===== src/fast_pkg.sv =====
`default_nettype none

package fast_pkg;

    // radius of the Bresenham circle and the half size of the window
    localparam int WIN_RADIUS = 3;

    // contiguous pixels needed for a corner
    localparam int ARC_LEN = 9;

    typedef logic [7:0] pixel_t;

    typedef logic [9:0] coord_t;

    // ring[0] sits three rows above the center, then clockwise
    typedef struct packed {
        pixel_t        center;
        pixel_t [15:0] ring;
    } fast_circle_t;

    typedef struct packed {
        logic       flag;
        logic [7:0] score;
    } corner_t;

    typedef struct packed {
        coord_t  x;
        coord_t  y;
        corner_t corner;
    } point_t;

endpackage

`default_nettype wire


===== src/fast_frame_ctrl.sv =====
`timescale 1ns/100ps
`default_nettype none

module fast_frame_ctrl import fast_pkg::*; #(
    parameter int IMG_WIDTH  = 32,
    parameter int IMG_HEIGHT = 24
) (
    input  logic   i_clk,
    input  logic   i_rst_n,
    input  logic   i_valid,
    input  logic   i_start,
    output logic   o_ready,
    output logic   o_start,
    output logic   o_end,
    output logic   o_coord_valid,
    output coord_t o_coord_x,
    output coord_t o_coord_y
);

    localparam int FILL_BEATS = WIN_RADIUS * IMG_WIDTH + WIN_RADIUS;
    localparam int CNT_W      = $clog2(FILL_BEATS + 3);
    localparam coord_t X_LAST = coord_t'(IMG_WIDTH - 1);
    localparam coord_t Y_LAST = coord_t'(IMG_HEIGHT - 1);

    typedef enum logic [1:0] {
        S_IDLE,
        S_FILL,
        S_WORK
    } state_e;

    state_e           state;
    logic [CNT_W-1:0] beat_cnt;
    logic             last_px;

    assign last_px       = (o_coord_x == X_LAST) && (o_coord_y == Y_LAST);
    assign o_coord_valid = (state == S_WORK);
    // idle, but not in the cycle that carries the last point
    assign o_ready       = (state == S_IDLE) && !o_end;

    always_ff @(posedge i_clk or negedge i_rst_n) begin
        if (!i_rst_n) begin
            state     <= S_IDLE;
            beat_cnt  <= '0;
            o_coord_x <= '0;
            o_coord_y <= '0;
        end else if (i_valid) begin
            case (state)
                S_IDLE: begin
                    if (i_start && o_ready) begin
                        state    <= S_FILL;
                        beat_cnt <= CNT_W'(1);
                    end
                end
                S_FILL: begin
                    // window fill plus the two segment test stages
                    if (beat_cnt == CNT_W'(FILL_BEATS + 2)) begin
                        state     <= S_WORK;
                        o_coord_x <= '0;
                        o_coord_y <= '0;
                    end else begin
                        beat_cnt <= beat_cnt + 1'b1;
                    end
                end
                S_WORK: begin
                    if (last_px) begin
                        state     <= S_IDLE;
                        o_coord_x <= '0;
                        o_coord_y <= '0;
                    end else if (o_coord_x == X_LAST) begin
                        o_coord_x <= '0;
                        o_coord_y <= o_coord_y + 1'b1;
                    end else begin
                        o_coord_x <= o_coord_x + 1'b1;
                    end
                end
                default: state <= S_IDLE;
            endcase
        end
    end

    // pulses line up with the registered point in the border stage
    always_ff @(posedge i_clk or negedge i_rst_n) begin
        if (!i_rst_n) begin
            o_start <= 1'b0;
            o_end   <= 1'b0;
        end else begin
            o_start <= i_valid && o_coord_valid && (o_coord_x == '0) && (o_coord_y == '0);
            o_end   <= i_valid && o_coord_valid && last_px;
        end
    end

    // work starts at the origin, never straight out of idle
    a_work_after_fill: assert property (@(posedge i_clk) disable iff (!i_rst_n)
        $rose(o_coord_valid) |-> $past(!o_ready) && (o_coord_x == '0) && (o_coord_y == '0))
        else $error("coordinates started outside a frame");

    a_coord_range: assert property (@(posedge i_clk) disable iff (!i_rst_n)
        o_coord_valid |-> (o_coord_x <= X_LAST) && (o_coord_y <= Y_LAST))
        else $error("coordinate outside the image");

    a_ready_after_end: assert property (@(posedge i_clk) disable iff (!i_rst_n)
        o_end |=> o_ready)
        else $error("not ready after end of frame");

endmodule

`default_nettype wire


===== src/fast_window.sv =====
`timescale 1ns/100ps
`default_nettype none

module fast_window import fast_pkg::*; #(
    parameter int IMG_WIDTH = 32
) (
    input  logic         i_clk,
    input  logic         i_rst_n,
    input  logic         i_valid,
    input  pixel_t       i_pixel,
    output fast_circle_t o_circle
);

    localparam int WIN  = 2 * WIN_RADIUS + 1;
    localparam int NDLY = 2 * WIN_RADIUS;
    localparam int R    = WIN_RADIUS;

    // one image row per delay, chained
    pixel_t row_dly [NDLY][IMG_WIDTH];

    // col_in[j] is the pixel j rows above the incoming one
    pixel_t col_in [WIN];

    // win[0] is the oldest row, column WIN-1 the newest pixel
    pixel_t win [WIN][WIN];

    always_comb begin
        col_in[0] = i_pixel;
        for (int j = 1; j < WIN; j++) begin
            col_in[j] = row_dly[j-1][IMG_WIDTH-1];
        end
    end

    always_ff @(posedge i_clk) begin
        if (i_valid) begin
            for (int k = 0; k < NDLY; k++) begin
                row_dly[k][0] <= col_in[k];
                for (int i = 1; i < IMG_WIDTH; i++) begin
                    row_dly[k][i] <= row_dly[k][i-1];
                end
            end
        end
    end

    always_ff @(posedge i_clk or negedge i_rst_n) begin
        if (!i_rst_n) begin
            for (int r = 0; r < WIN; r++) begin
                for (int c = 0; c < WIN; c++) begin
                    win[r][c] <= '0;
                end
            end
        end else if (i_valid) begin
            for (int r = 0; r < WIN; r++) begin
                for (int c = 0; c < WIN - 1; c++) begin
                    win[r][c] <= win[r][c+1];
                end
                win[r][WIN-1] <= col_in[WIN-1-r];
            end
        end
    end

    // radius 3 taps, clockwise from the top
    always_comb begin
        o_circle.center   = win[R][R];
        o_circle.ring[0]  = win[R-3][R];
        o_circle.ring[1]  = win[R-3][R+1];
        o_circle.ring[2]  = win[R-2][R+2];
        o_circle.ring[3]  = win[R-1][R+3];
        o_circle.ring[4]  = win[R][R+3];
        o_circle.ring[5]  = win[R+1][R+3];
        o_circle.ring[6]  = win[R+2][R+2];
        o_circle.ring[7]  = win[R+3][R+1];
        o_circle.ring[8]  = win[R+3][R];
        o_circle.ring[9]  = win[R+3][R-1];
        o_circle.ring[10] = win[R+2][R-2];
        o_circle.ring[11] = win[R+1][R-3];
        o_circle.ring[12] = win[R][R-3];
        o_circle.ring[13] = win[R-1][R-3];
        o_circle.ring[14] = win[R-2][R-2];
        o_circle.ring[15] = win[R-3][R-1];
    end

endmodule

`default_nettype wire


===== src/fast_segment_test.sv =====
`timescale 1ns/100ps
`default_nettype none

module fast_segment_test import fast_pkg::*; #(
    parameter int THRESHOLD = 20
) (
    input  logic         i_clk,
    input  logic         i_rst_n,
    input  logic         i_valid,
    input  fast_circle_t i_circle,
    output corner_t      o_corner
);

    localparam logic [8:0] THR = 9'(THRESHOLD);

    logic [15:0] bright_c;
    logic [15:0] dark_c;
    logic [11:0] acc_b;
    logic [11:0] acc_d;
    logic [7:0]  sum_b_c;
    logic [7:0]  sum_d_c;

    logic [15:0] bright_q;
    logic [15:0] dark_q;
    logic [7:0]  sum_b_q;
    logic [7:0]  sum_d_q;

    logic        arc_hit;
    corner_t     corner_c;

    // hi - lo - THRESHOLD, only called when the result is positive
    function automatic logic [7:0] excess(input pixel_t hi, input pixel_t lo);
        logic [8:0] d;
        d = {1'b0, hi} - {1'b0, lo} - THR;
        return d[7:0];
    endfunction

    // any run of ARC_LEN set bits, wrapping around the ring
    function automatic logic has_arc(input logic [15:0] m);
        logic [31:0] dbl;
        logic        hit;
        dbl = {m, m};
        hit = 1'b0;
        for (int s = 0; s < 16; s++) begin
            hit = hit | (&dbl[s +: ARC_LEN]);
        end
        return hit;
    endfunction

    // stage 1 classify and sum
    always_comb begin
        acc_b = '0;
        acc_d = '0;
        for (int i = 0; i < 16; i++) begin
            bright_c[i] = {1'b0, i_circle.ring[i]} > ({1'b0, i_circle.center} + THR);
            dark_c[i]   = ({1'b0, i_circle.ring[i]} + THR) < {1'b0, i_circle.center};
            if (bright_c[i]) begin
                acc_b = acc_b + 12'(excess(i_circle.ring[i], i_circle.center));
            end
            if (dark_c[i]) begin
                acc_d = acc_d + 12'(excess(i_circle.center, i_circle.ring[i]));
            end
        end
        sum_b_c = (acc_b > 12'd255) ? 8'hff : acc_b[7:0];
        sum_d_c = (acc_d > 12'd255) ? 8'hff : acc_d[7:0];
    end

    always_ff @(posedge i_clk or negedge i_rst_n) begin
        if (!i_rst_n) begin
            bright_q <= '0;
            dark_q   <= '0;
            sum_b_q  <= '0;
            sum_d_q  <= '0;
        end else if (i_valid) begin
            bright_q <= bright_c;
            dark_q   <= dark_c;
            sum_b_q  <= sum_b_c;
            sum_d_q  <= sum_d_c;
        end
    end

    // stage 2 arc search and score pick
    always_comb begin
        arc_hit        = has_arc(bright_q) || has_arc(dark_q);
        corner_c.flag  = arc_hit;
        corner_c.score = '0;
        if (arc_hit) begin
            corner_c.score = (sum_b_q > sum_d_q) ? sum_b_q : sum_d_q;
        end
    end

    always_ff @(posedge i_clk or negedge i_rst_n) begin
        if (!i_rst_n) begin
            o_corner <= '0;
        end else if (i_valid) begin
            o_corner <= corner_c;
        end
    end

    // each pixel of the arc adds at least one to its sum
    a_score_matches_flag: assert property (@(posedge i_clk) disable iff (!i_rst_n)
        o_corner.flag ? (o_corner.score >= 8'(ARC_LEN)) : (o_corner.score == '0))
        else $error("score does not match the corner flag");

endmodule

`default_nettype wire


===== src/fast_border_mask.sv =====
`timescale 1ns/100ps
`default_nettype none

module fast_border_mask import fast_pkg::*; #(
    parameter int IMG_WIDTH  = 32,
    parameter int IMG_HEIGHT = 24,
    parameter int EDGE       = 4
) (
    input  logic    i_clk,
    input  logic    i_rst_n,
    input  logic    i_valid,
    input  logic    i_coord_valid,
    input  coord_t  i_coord_x,
    input  coord_t  i_coord_y,
    input  corner_t i_corner,
    output point_t  o_point,
    output logic    o_point_valid
);

    localparam coord_t X_LO = coord_t'(EDGE);
    localparam coord_t Y_LO = coord_t'(EDGE);
    localparam coord_t X_HI = coord_t'(IMG_WIDTH - 1 - EDGE);
    localparam coord_t Y_HI = coord_t'(IMG_HEIGHT - 1 - EDGE);

    // wrapped windows must stay inside the border
    if (EDGE < WIN_RADIUS) begin : g_edge_check
        $error("EDGE must be at least WIN_RADIUS");
    end

    logic   masked;
    point_t point_c;

    always_comb begin
        masked = (i_coord_x < X_LO) || (i_coord_x > X_HI) ||
                 (i_coord_y < Y_LO) || (i_coord_y > Y_HI);
        point_c.x      = i_coord_x;
        point_c.y      = i_coord_y;
        point_c.corner = masked ? '0 : i_corner;
    end

    always_ff @(posedge i_clk) begin
        if (i_valid) begin
            o_point <= point_c;
        end
    end

    always_ff @(posedge i_clk or negedge i_rst_n) begin
        if (!i_rst_n) begin
            o_point_valid <= 1'b0;
        end else begin
            o_point_valid <= i_valid && i_coord_valid;
        end
    end

    // a valid point carries the coordinates of the beat before it
    a_valid_after_beat: assert property (@(posedge i_clk) disable iff (!i_rst_n)
        o_point_valid |-> $past(i_valid) && (o_point.x == $past(i_coord_x))
            && (o_point.y == $past(i_coord_y)))
        else $error("point valid without a fresh point");

endmodule

`default_nettype wire


===== src/fast_detector.sv =====
`timescale 1ns/100ps
`default_nettype none

module fast_detector import fast_pkg::*; #(
    parameter int IMG_WIDTH  = 32,
    parameter int IMG_HEIGHT = 24,
    parameter int EDGE       = 4,
    parameter int THRESHOLD  = 20
) (
    input  logic   i_clk,
    input  logic   i_rst_n,
    input  logic   i_valid,
    input  logic   i_start,
    input  pixel_t i_pixel,
    output logic   o_ready,
    output logic   o_start,
    output logic   o_end,
    output logic   o_point_valid,
    output point_t o_point
);

    fast_circle_t circle;
    corner_t      corner;
    coord_t       coord_x;
    coord_t       coord_y;
    logic         coord_valid;

    fast_frame_ctrl #(
        .IMG_WIDTH  (IMG_WIDTH),
        .IMG_HEIGHT (IMG_HEIGHT)
    ) i_fast_frame_ctrl (
        .i_clk         (i_clk),
        .i_rst_n       (i_rst_n),
        .i_valid       (i_valid),
        .i_start       (i_start),
        .o_ready       (o_ready),
        .o_start       (o_start),
        .o_end         (o_end),
        .o_coord_valid (coord_valid),
        .o_coord_x     (coord_x),
        .o_coord_y     (coord_y)
    );

    fast_window #(
        .IMG_WIDTH (IMG_WIDTH)
    ) i_fast_window (
        .i_clk    (i_clk),
        .i_rst_n  (i_rst_n),
        .i_valid  (i_valid),
        .i_pixel  (i_pixel),
        .o_circle (circle)
    );

    fast_segment_test #(
        .THRESHOLD (THRESHOLD)
    ) i_fast_segment_test (
        .i_clk    (i_clk),
        .i_rst_n  (i_rst_n),
        .i_valid  (i_valid),
        .i_circle (circle),
        .o_corner (corner)
    );

    fast_border_mask #(
        .IMG_WIDTH  (IMG_WIDTH),
        .IMG_HEIGHT (IMG_HEIGHT),
        .EDGE       (EDGE)
    ) i_fast_border_mask (
        .i_clk         (i_clk),
        .i_rst_n       (i_rst_n),
        .i_valid       (i_valid),
        .i_coord_valid (coord_valid),
        .i_coord_x     (coord_x),
        .i_coord_y     (coord_y),
        .i_corner      (corner),
        .o_point       (o_point),
        .o_point_valid (o_point_valid)
    );

endmodule

`default_nettype wire


===== config.mk =====
export PLATFORM = sky130hd
export DESIGN_NAME = fast_detector
export DESIGN_NICKNAME = d
export VERILOG_FILES = /design/src/fast_pkg.sv /design/src/fast_frame_ctrl.sv /design/src/fast_window.sv /design/src/fast_segment_test.sv /design/src/fast_border_mask.sv /design/src/fast_detector.sv
export SDC_FILE = /design/constraint.sdc
export NUM_CORES = 2
export LEC_CHECK = 0
export BUFFER_PORTS_ARGS = -buffer_cell sky130_fd_sc_hd__clkbuf_2
export CAP_MARGIN = 5
export CORE_ASPECT_RATIO = 2
export CORE_MARGIN = 2
export CORE_UTILIZATION = 35
export CTS_BUF_LIST = sky130_fd_sc_hd__clkbuf_8 sky130_fd_sc_hd__clkbuf_16
export CTS_CLUSTER_DIAMETER = 100
export DETAILED_ROUTE_END_ITERATION = 16
export HOLD_SLACK_MARGIN = 0.08
export MAX_ROUTING_LAYER = met4
export PLACE_DENSITY = 0.48
export SYNTH_ARGS = -nofsm -noshare
export SYNTH_HDL_FRONTEND = slang
export SYNTH_SLANG_ARGS = --single-unit

===== constraint.sdc =====
create_clock -name i_clk -period 18.5 [get_ports i_clk]
set_input_delay 2.775 -clock i_clk [delete_from_list [all_inputs] [get_ports i_clk]]
set_output_delay 2.775 -clock i_clk [all_outputs]
set_load 0.01 [all_outputs]

# [Word level (Yosys, flattened, before mapping)]
# Memories as Yosys holds them, arrays and structs flattened.
# Index checks and enable logic that the tools add are counted.
[totals] regBits=462 ram_bits=1536 in_bits=12 out_inout_bits=33 elab_cells=359 mem_count=1
[memory_table] name="i_fast_window.row_dly" depth=6 width=256 read_ports=6 rd_clocked_by_memory_dff=0 wr=6 line_no="fast_window.sv:19" text="pixel_t row_dly [NDLY][IMG_WIDTH];"
[op_classes] n_addsub=114 magnitude_cmp=39 eq_ne=10 n_mux=52 bitwise=30 n_reduce_logical=53
[op_table] op="12-bit 2-to-1 mux" count=30
[op_table] op="12-bit by 8-bit adder with 12-bit output" count=28
[op_table] op="9-bit AND reduction" count=32
[op_table] op="8-bit by 5-bit subtractor with 8-bit output (second input constant)" count=32
[op_table] op="8-bit subtractor" count=32
[op_table] op="8-bit by 5-bit adder with 9-bit output (second input constant)" count=17
[op_table] op="8-bit by 9-bit > comparator with 1-bit output" count=16
[op_table] op="9-bit by 8-bit < comparator with 1-bit output" count=16
[op_table] op="10-bit 2-to-1 mux" count=5
[op_table] op="8-bit 2-to-1 mux" count=6
[op_table] op="10-bit one-hot mux with 2 select lines" count=2
[op_table] op="1-bit bitwise OR" count=30
[op_table] op="12-bit by 8-bit > comparator with 1-bit output (second input constant)" count=2
[op_table] op="10-bit by 1-bit adder with 10-bit output (second input constant)" count=2
[op_table] op="10-bit by 5-bit equality test with 1-bit output (second input constant)" count=2
[op_table] op="10-bit by 5-bit > comparator with 1-bit output (second input constant)" count=2
[op_table] op="10-bit zero test" count=2
[op_table] op="10-bit by 3-bit < comparator with 1-bit output (second input constant)" count=2
[op_table] op="8-bit by 8-bit adder with 9-bit output" count=2
[op_table] op="7-bit 2-to-1 mux" count=2
[op_table] op="7-bit one-hot mux with 2 select lines" count=1
[op_table] op="4-bit AND reduction" count=3
[op_table] op="8-bit > comparator" count=1
[op_table] op="7-bit by 1-bit adder with 7-bit output (second input constant)" count=1
[op_table] op="other kinds (15)" count=30

# [Logic depth before layout (Yosys ltp)]
[logic_depth] ltp_word=35 mapped_depth=93 depth_no_buf=93

# [Cells and area by module]
# A second synthesis with hierarchy kept.
[unflattened] cells_unflattened=7054 area_unflattened_um2=97911.4
[modules_own_cells] module="fast_window" n_inst=1 cells_per_inst=2398 area_each_um2=60533.1 seq_area_each_um2=54732.5
[modules_own_cells] module="fast_segment_test" n_inst=1 cells_per_inst=4403 area_each_um2=34476.8 seq_area_each_um2=1426.4
[modules_own_cells] module="fast_frame_ctrl" n_inst=1 cells_per_inst=193 area_each_um2=1824.2 seq_area_each_um2=775.7
[modules_own_cells] module="fast_border_mask" n_inst=1 cells_per_inst=60 area_each_um2=1077.3 seq_area_each_um2=895.9

# [Least setup slack after synthesis]
# OpenSTA, ideal clock, no wires.
[synth_path] kind="flip-flop to flip-flop" start="reg i_fast_window.win, in the netlist i_fast_window.o_circle[130]" end="reg i_fast_segment_test.sum_d_q[0]" setup_ns=0.135 arrival_ns=18.345 required_ns=18.365 path_slack_ns=0.019 stages_incl_launch_ff=91 n_path_buf=0 synth_period_minus_slack_ns=18.481 cell_sequence="dfrtp_1 -> inv_1 -> ha_1 -> and3b_1 -> o21a_1 -> o21a_1 -> o21a_1 -> o21a_1 -> o21ai_0 -> nand2_1 -> nor2_1 -> ha_1 -> inv_1 -> fa_1 -> nor2b_1 -> nor3_1 -> a41oi_1 -> inv_1 -> [... 55 more ...] -> ha_1 -> inv_1 -> a21oi_1 -> a22o_1 -> nand2b_1 -> ha_1 -> or3_1 -> a21oi_1 -> a21oi_1 -> ha_1 -> a21oi_1 -> nor3_1 -> maj3_2 -> a21bo_1 -> a31oi_1 -> xnor2_1 -> o311a_1 -> a31oi_1"
[synth_via] elab_chain_len=35 elab_cells_between_ends=81 cone_classes="add/sub (47); order compare (17); mux (17)"
[synth_lines] item="start: declaration" line_no="fast_window.sv:25" text="pixel_t win [WIN][WIN];"
[synth_lines] item="start signal: indexed assignment" line_no="fast_window.sv:55" text="win[r][c] <= win[r][c+1];"
[synth_lines] item="start signal: indexed assignment" line_no="fast_window.sv:57" text="win[r][WIN-1] <= col_in[WIN-1-r];"
[synth_lines] item="8-bit subtractor" line_no="fast_segment_test.sv:34" text="d = {1'b0, hi} - {1'b0, lo} - THR;"
[synth_lines] item="8-bit by 5-bit subtractor with 8-bit output" line_no="fast_segment_test.sv:34"
[synth_lines] item="8-bit 2-to-1 mux" line_no="fast_segment_test.sv:60" text="if (dark_c[i]) begin"
[synth_lines] item="8-bit by 8-bit adder with 9-bit output" line_no="fast_segment_test.sv:61" text="acc_d = acc_d + 12'(excess(i_circle.center, i_circle.ring[i]));"
[synth_lines] item="12-bit 2-to-1 mux" line_no="fast_segment_test.sv:60"
[synth_lines] item="12-bit by 8-bit adder with 12-bit output" line_no="fast_segment_test.sv:61"
[synth_lines] item="12-bit 2-to-1 mux" line_no="fast_segment_test.sv:60"
[synth_lines] item="12-bit by 8-bit adder with 12-bit output" line_no="fast_segment_test.sv:61"
[synth_lines] item="[... 19 more ...]"
[synth_lines] item="12-bit by 8-bit adder with 12-bit output" line_no="fast_segment_test.sv:61"
[synth_lines] item="12-bit 2-to-1 mux" line_no="fast_segment_test.sv:60"
[synth_lines] item="12-bit by 8-bit adder with 12-bit output" line_no="fast_segment_test.sv:61"
[synth_lines] item="12-bit 2-to-1 mux" line_no="fast_segment_test.sv:60"
[synth_lines] item="12-bit by 8-bit adder with 12-bit output" line_no="fast_segment_test.sv:61"
[synth_lines] item="12-bit 2-to-1 mux (*)" line_no="fast_segment_test.sv:60"
[synth_lines] item="12-bit by 8-bit > comparator with 1-bit output" line_no="fast_segment_test.sv:65" text="sum_d_c = (acc_d > 12'd255) ? 8'hff : acc_d[7:0];"
[synth_lines] item="8-bit 2-to-1 mux (*)" line_no="fast_segment_test.sv:65"
[synth_lines] item="end signal: assignment" line_no="fast_segment_test.sv:78" text="sum_d_q <= sum_d_c;"
[synth_lines] item="end: declaration" line_no="fast_segment_test.sv:26" text="logic [7:0] sum_d_q;"
# Mark *: on every way between the ends. The rest lies on a longest branch, timed or not.
# A chain may end at the register's enable or synchronous reset.

# [Final worst setup path]
[layout_path] start="reg i_fast_window.win, in the netlist i_fast_window.o_circle[129]" end="reg i_fast_segment_test.sum_b_q[4]"
[layout_via] elab_chain_len=35 elab_cells_between_ends=82 cone_classes="add/sub (48); order compare (17); mux (17)"
[layout_lines] item="8-bit subtractor / 8-bit by 5-bit adder with 9-bit output (equally long branches)" line_no="fast_segment_test.sv:34, fast_segment_test.sv:55"
[layout_lines] item="8-bit by 5-bit subtractor with 8-bit output / 8-bit by 9-bit > comparator with 1-bit output (equally long branches)" line_no="fast_segment_test.sv:34, fast_segment_test.sv:55"
[layout_lines] item="8-bit 2-to-1 mux" line_no="fast_segment_test.sv:57" text="if (bright_c[i]) begin"
[layout_lines] item="8-bit by 8-bit adder with 9-bit output" line_no="fast_segment_test.sv:58" text="acc_b = acc_b + 12'(excess(i_circle.ring[i], i_circle.center));"
[layout_lines] item="12-bit 2-to-1 mux" line_no="fast_segment_test.sv:57"
[layout_lines] item="12-bit by 8-bit adder with 12-bit output" line_no="fast_segment_test.sv:58"
[layout_lines] item="12-bit 2-to-1 mux" line_no="fast_segment_test.sv:57"
[layout_lines] item="12-bit by 8-bit adder with 12-bit output" line_no="fast_segment_test.sv:58"
[layout_lines] item="[... 19 more ...]"
[layout_lines] item="12-bit by 8-bit adder with 12-bit output" line_no="fast_segment_test.sv:58"
[layout_lines] item="12-bit 2-to-1 mux" line_no="fast_segment_test.sv:57"
[layout_lines] item="12-bit by 8-bit adder with 12-bit output" line_no="fast_segment_test.sv:58"
[layout_lines] item="12-bit 2-to-1 mux" line_no="fast_segment_test.sv:57"
[layout_lines] item="12-bit by 8-bit adder with 12-bit output" line_no="fast_segment_test.sv:58"
[layout_lines] item="12-bit 2-to-1 mux (*)" line_no="fast_segment_test.sv:57"
[layout_lines] item="12-bit by 8-bit > comparator with 1-bit output" line_no="fast_segment_test.sv:64" text="sum_b_c = (acc_b > 12'd255) ? 8'hff : acc_b[7:0];"
[layout_lines] item="8-bit 2-to-1 mux (*)" line_no="fast_segment_test.sv:64"
[layout_lines] item="end signal: assignment" line_no="fast_segment_test.sv:77" text="sum_b_q <= sum_b_c;"
[layout_lines] item="end: declaration" line_no="fast_segment_test.sv:25" text="logic [7:0] sum_b_q;"
# Marked as above.

==> run metrics <==
outcome=completed; Max Cap Viol=0; Setup TNS=0 ns; H-Tree Depth=4; Die X-Extent=373 um; FP Rows=270; chip height=741 um; Layout Nets=slightly above 8000; GPL Wtd Cong=between 0.9 and 1; Tot GR Track Use=~18%; minimum clock period=17.45 ns; Final period util=94.3%; Via density=4.92; largest cells by area after synthesis=edfxtp_1 (49%), dfrtp_1 (11%), ha_1 (11%); most used cell, CP=ha_1; total gr overflow=0; CTS Buf Count=about 190; crit path DAT=roughly 18 ns; CP Class=reg -> reg; Async SR Flop Fraction=~22%; Multi-input gate area=34700 sq um; synthesized flop and latch total=between 1500 and 2000; DR vias=roughly 54000; cell at the slowest stage of the critical path=fa_1; Syn Nets=7833; max-slew violations=0; Initial Utilization=35.2%; Cell variety after synth=104; mapped cell area=95100 sq um; Critical Path Max Stage Delay=0.48 ns; top cell type's share of synthesized area=~49%; drc violations=0; count of final setup violators=0; Fmax achieved=~0.057 GHz; max_slew headroom=a little under a fifth; RSZ-0062 raised after global routing=no; Initial DRC Count=between 3000 and 4000; Clk Latency, worst-skew pair=0.86 ns; share of layout cells above drive strength 1=14.4%; Post-synth EDFFs=1565; Mapped Cells=6882; endpoints failing hold=0; TritonCTS clock tree=yes; fillers=25200; worst-path fanout max=6; Crit. End Element=register; Placeable Area=270000 sq um; dpl cells=about 11000; vias in the first global route=approximately 56000; Post-Layout Cell Count=11000; initial antenna violation count=10; port bufs=44; sequential cell area=~58000 sq um; worst path required time=19.18 ns; Root Driver=clkbuf_16; CP Launch Type=register; largest buffer count on any clock path=4; critical path's top delay family=adder cells; buffer and inverter count on the worst path=7; first-pass GRT wire length=between 300000 and 400000 um; io pins=45; TritonRoute pass-1 iters=5; clock skew=0.0714 ns; DP HPWL=approximately 180000 um; Min Hold Slack=approximately 0.37 ns; Routed Antenna Nets=0; Tightest Pin Transition=1.21 ns; area grow syn2layout=13.8%; Ys Warns=0; Final Core Density=~40%; Seq/Total Area, Yosys=60.8%; clock sink count=1998; largest net degree at the start of global routing=195; die area=276000 sq um; worst hold-check path type=reg -> reg; Synth Area per Inst=13.8 sq um; CTS clock-pin slew for the worst setup and hold paths=0.07 ns; top_reg_cell synth=edfxtp_1; WL per Instance=22.5 um; post-synth top area cell=edfxtp_1; drt total wl=248000 um
synthesized netlist by cell type, types with 94 or more instances:
cell type     n
a21oi_1     391
inv_1       591
ha_1        845
dfrtp_1     433
nand2_1     363
nor2_1      238
clkbuf_1    113
edfxtp_1   1565
mux2_2      339
o21ai_0     327
fa_1         94
o21bai_1     96
xnor2_1     340
xor2_1      134
a21o_1      123
flip-flops by register name (all words and copies together) (netlist names):
name                              flops
i_fast_window.o_circle              136
i_fast_segment_test.sum_d_q           8
i_fast_frame_ctrl.o_coord_y          10
i_fast_frame_ctrl.state               2
i_fast_frame_ctrl.o_start             1
i_fast_frame_ctrl.o_end               1
i_fast_border_mask.o_point_valid      1
i_fast_border_mask.o_point           29
i_fast_window.win                   208
i_fast_segment_test.o_corner          9
i_fast_frame_ctrl.beat_cnt            7
i_fast_segment_test.sum_b_q           8
i_fast_frame_ctrl.o_coord_x          10
i_fast_segment_test.bright_q         16
i_fast_segment_test.dark_q           16
i_fast_window.row_dly              1536
cell usage in the layout, fill, tap and decap left out, types with 23 or more instances in the layout:
cell type  instances
o21ai_0          316
mux2_2           338
o21a_1            90
a211oi_1          25
dfrtp_1          432
nand2b_1          47
xnor2_1          338
nor2b_1           65
nand2_1          363
fa_1              94
clkbuf_16        196
nand3_1           53
clkinv_1          29
o21bai_1          96
and2_1            24
nor3_1            77
buf_4            296
and3_1            23
nand4_1           24
a21oi_1          383
edfxtp_1        1565
nor2_1           238
o22ai_1           29
clkinv_2          30
xor2_1           133
o211ai_1          29
inv_1            615
clkbuf_2          42
ha_1             841
mux2i_1           50
a21o_1           123
a31oi_1           23
timing repair:
action                     4_1_cts  5_1_grt
resized for setup                0       37
setup buffers                    0        4
setup endpoints to repair        0       16
hold buffers                     0        0
layout make-up:
type	instances	area share, %
diodes	11	0.0254
multi-input cells	4166	32.1
well taps	3536	4.09
flip-flops and latches	1998	53.5
inverters	593	2.06
clock buffers	206	4.66
clock inverters	137	1.17
repair buffers	350	2.46
metal layers:
metal	wire, um	global-route usage (%)
met1	89300	18.5
met2	134000	33.4
met3	5780	1.75
met4	19000	11.8
met5	0	-
per-stage QoR:
stage	area, sq um	setup WS, ns
2_1_floorplan	95100	0.0195
3_3_place_gp	102000	0.830
3_5_place_dp	102000	0.568
4_1_cts	108000	0.443
5_1_grt	108000	0.00494
6_report	108000	1.05
cells by family after synthesis:
kind of cell               after synthesis  synth area share, %
and+or+nand+nor                       1023                 5.12
DFF                                   1998                 60.8
buffers and inverters                  718                 2.85
xor gates and xnor gates               494                 4.80
adders and majority gates              953                 13.2
muxes                                  391                 4.57
AOI/OAI and AO/OA                     1305                 8.59
path summary, 6_finish.rpt:
path	endpoint	start	slack, ns	depth (start not counted)
setup / recovery	i_fast_segment_test.sum_b_q[4]$_DFFE_PN0P_	i_fast_window.o_circle[129]$_DFFE_PN0P_	1.05	84
hold / removal	i_fast_window.row_dly[1][74]$_DFFE_PP_	i_fast_window.row_dly[1][82]$_DFFE_PP_	0.37	0
setup reg to reg	i_fast_segment_test.sum_b_q[4]$_DFFE_PN0P_	i_fast_window.o_circle[129]$_DFFE_PN0P_	1.05	84
hold reg to reg	i_fast_window.row_dly[1][74]$_DFFE_PP_	i_fast_window.row_dly[1][82]$_DFFE_PP_	0.37	0
max in group asynchronous	i_fast_window.o_circle[78]$_DFFE_PN0P_	i_rst_n	13.74	4
min in group asynchronous	i_fast_window.win[285]$_DFFE_PN0P_	i_rst_n	1.93	1
Power is not shown: default switching activity piles up to over one toggle a cycle in this logic, so the estimate is an artifact.
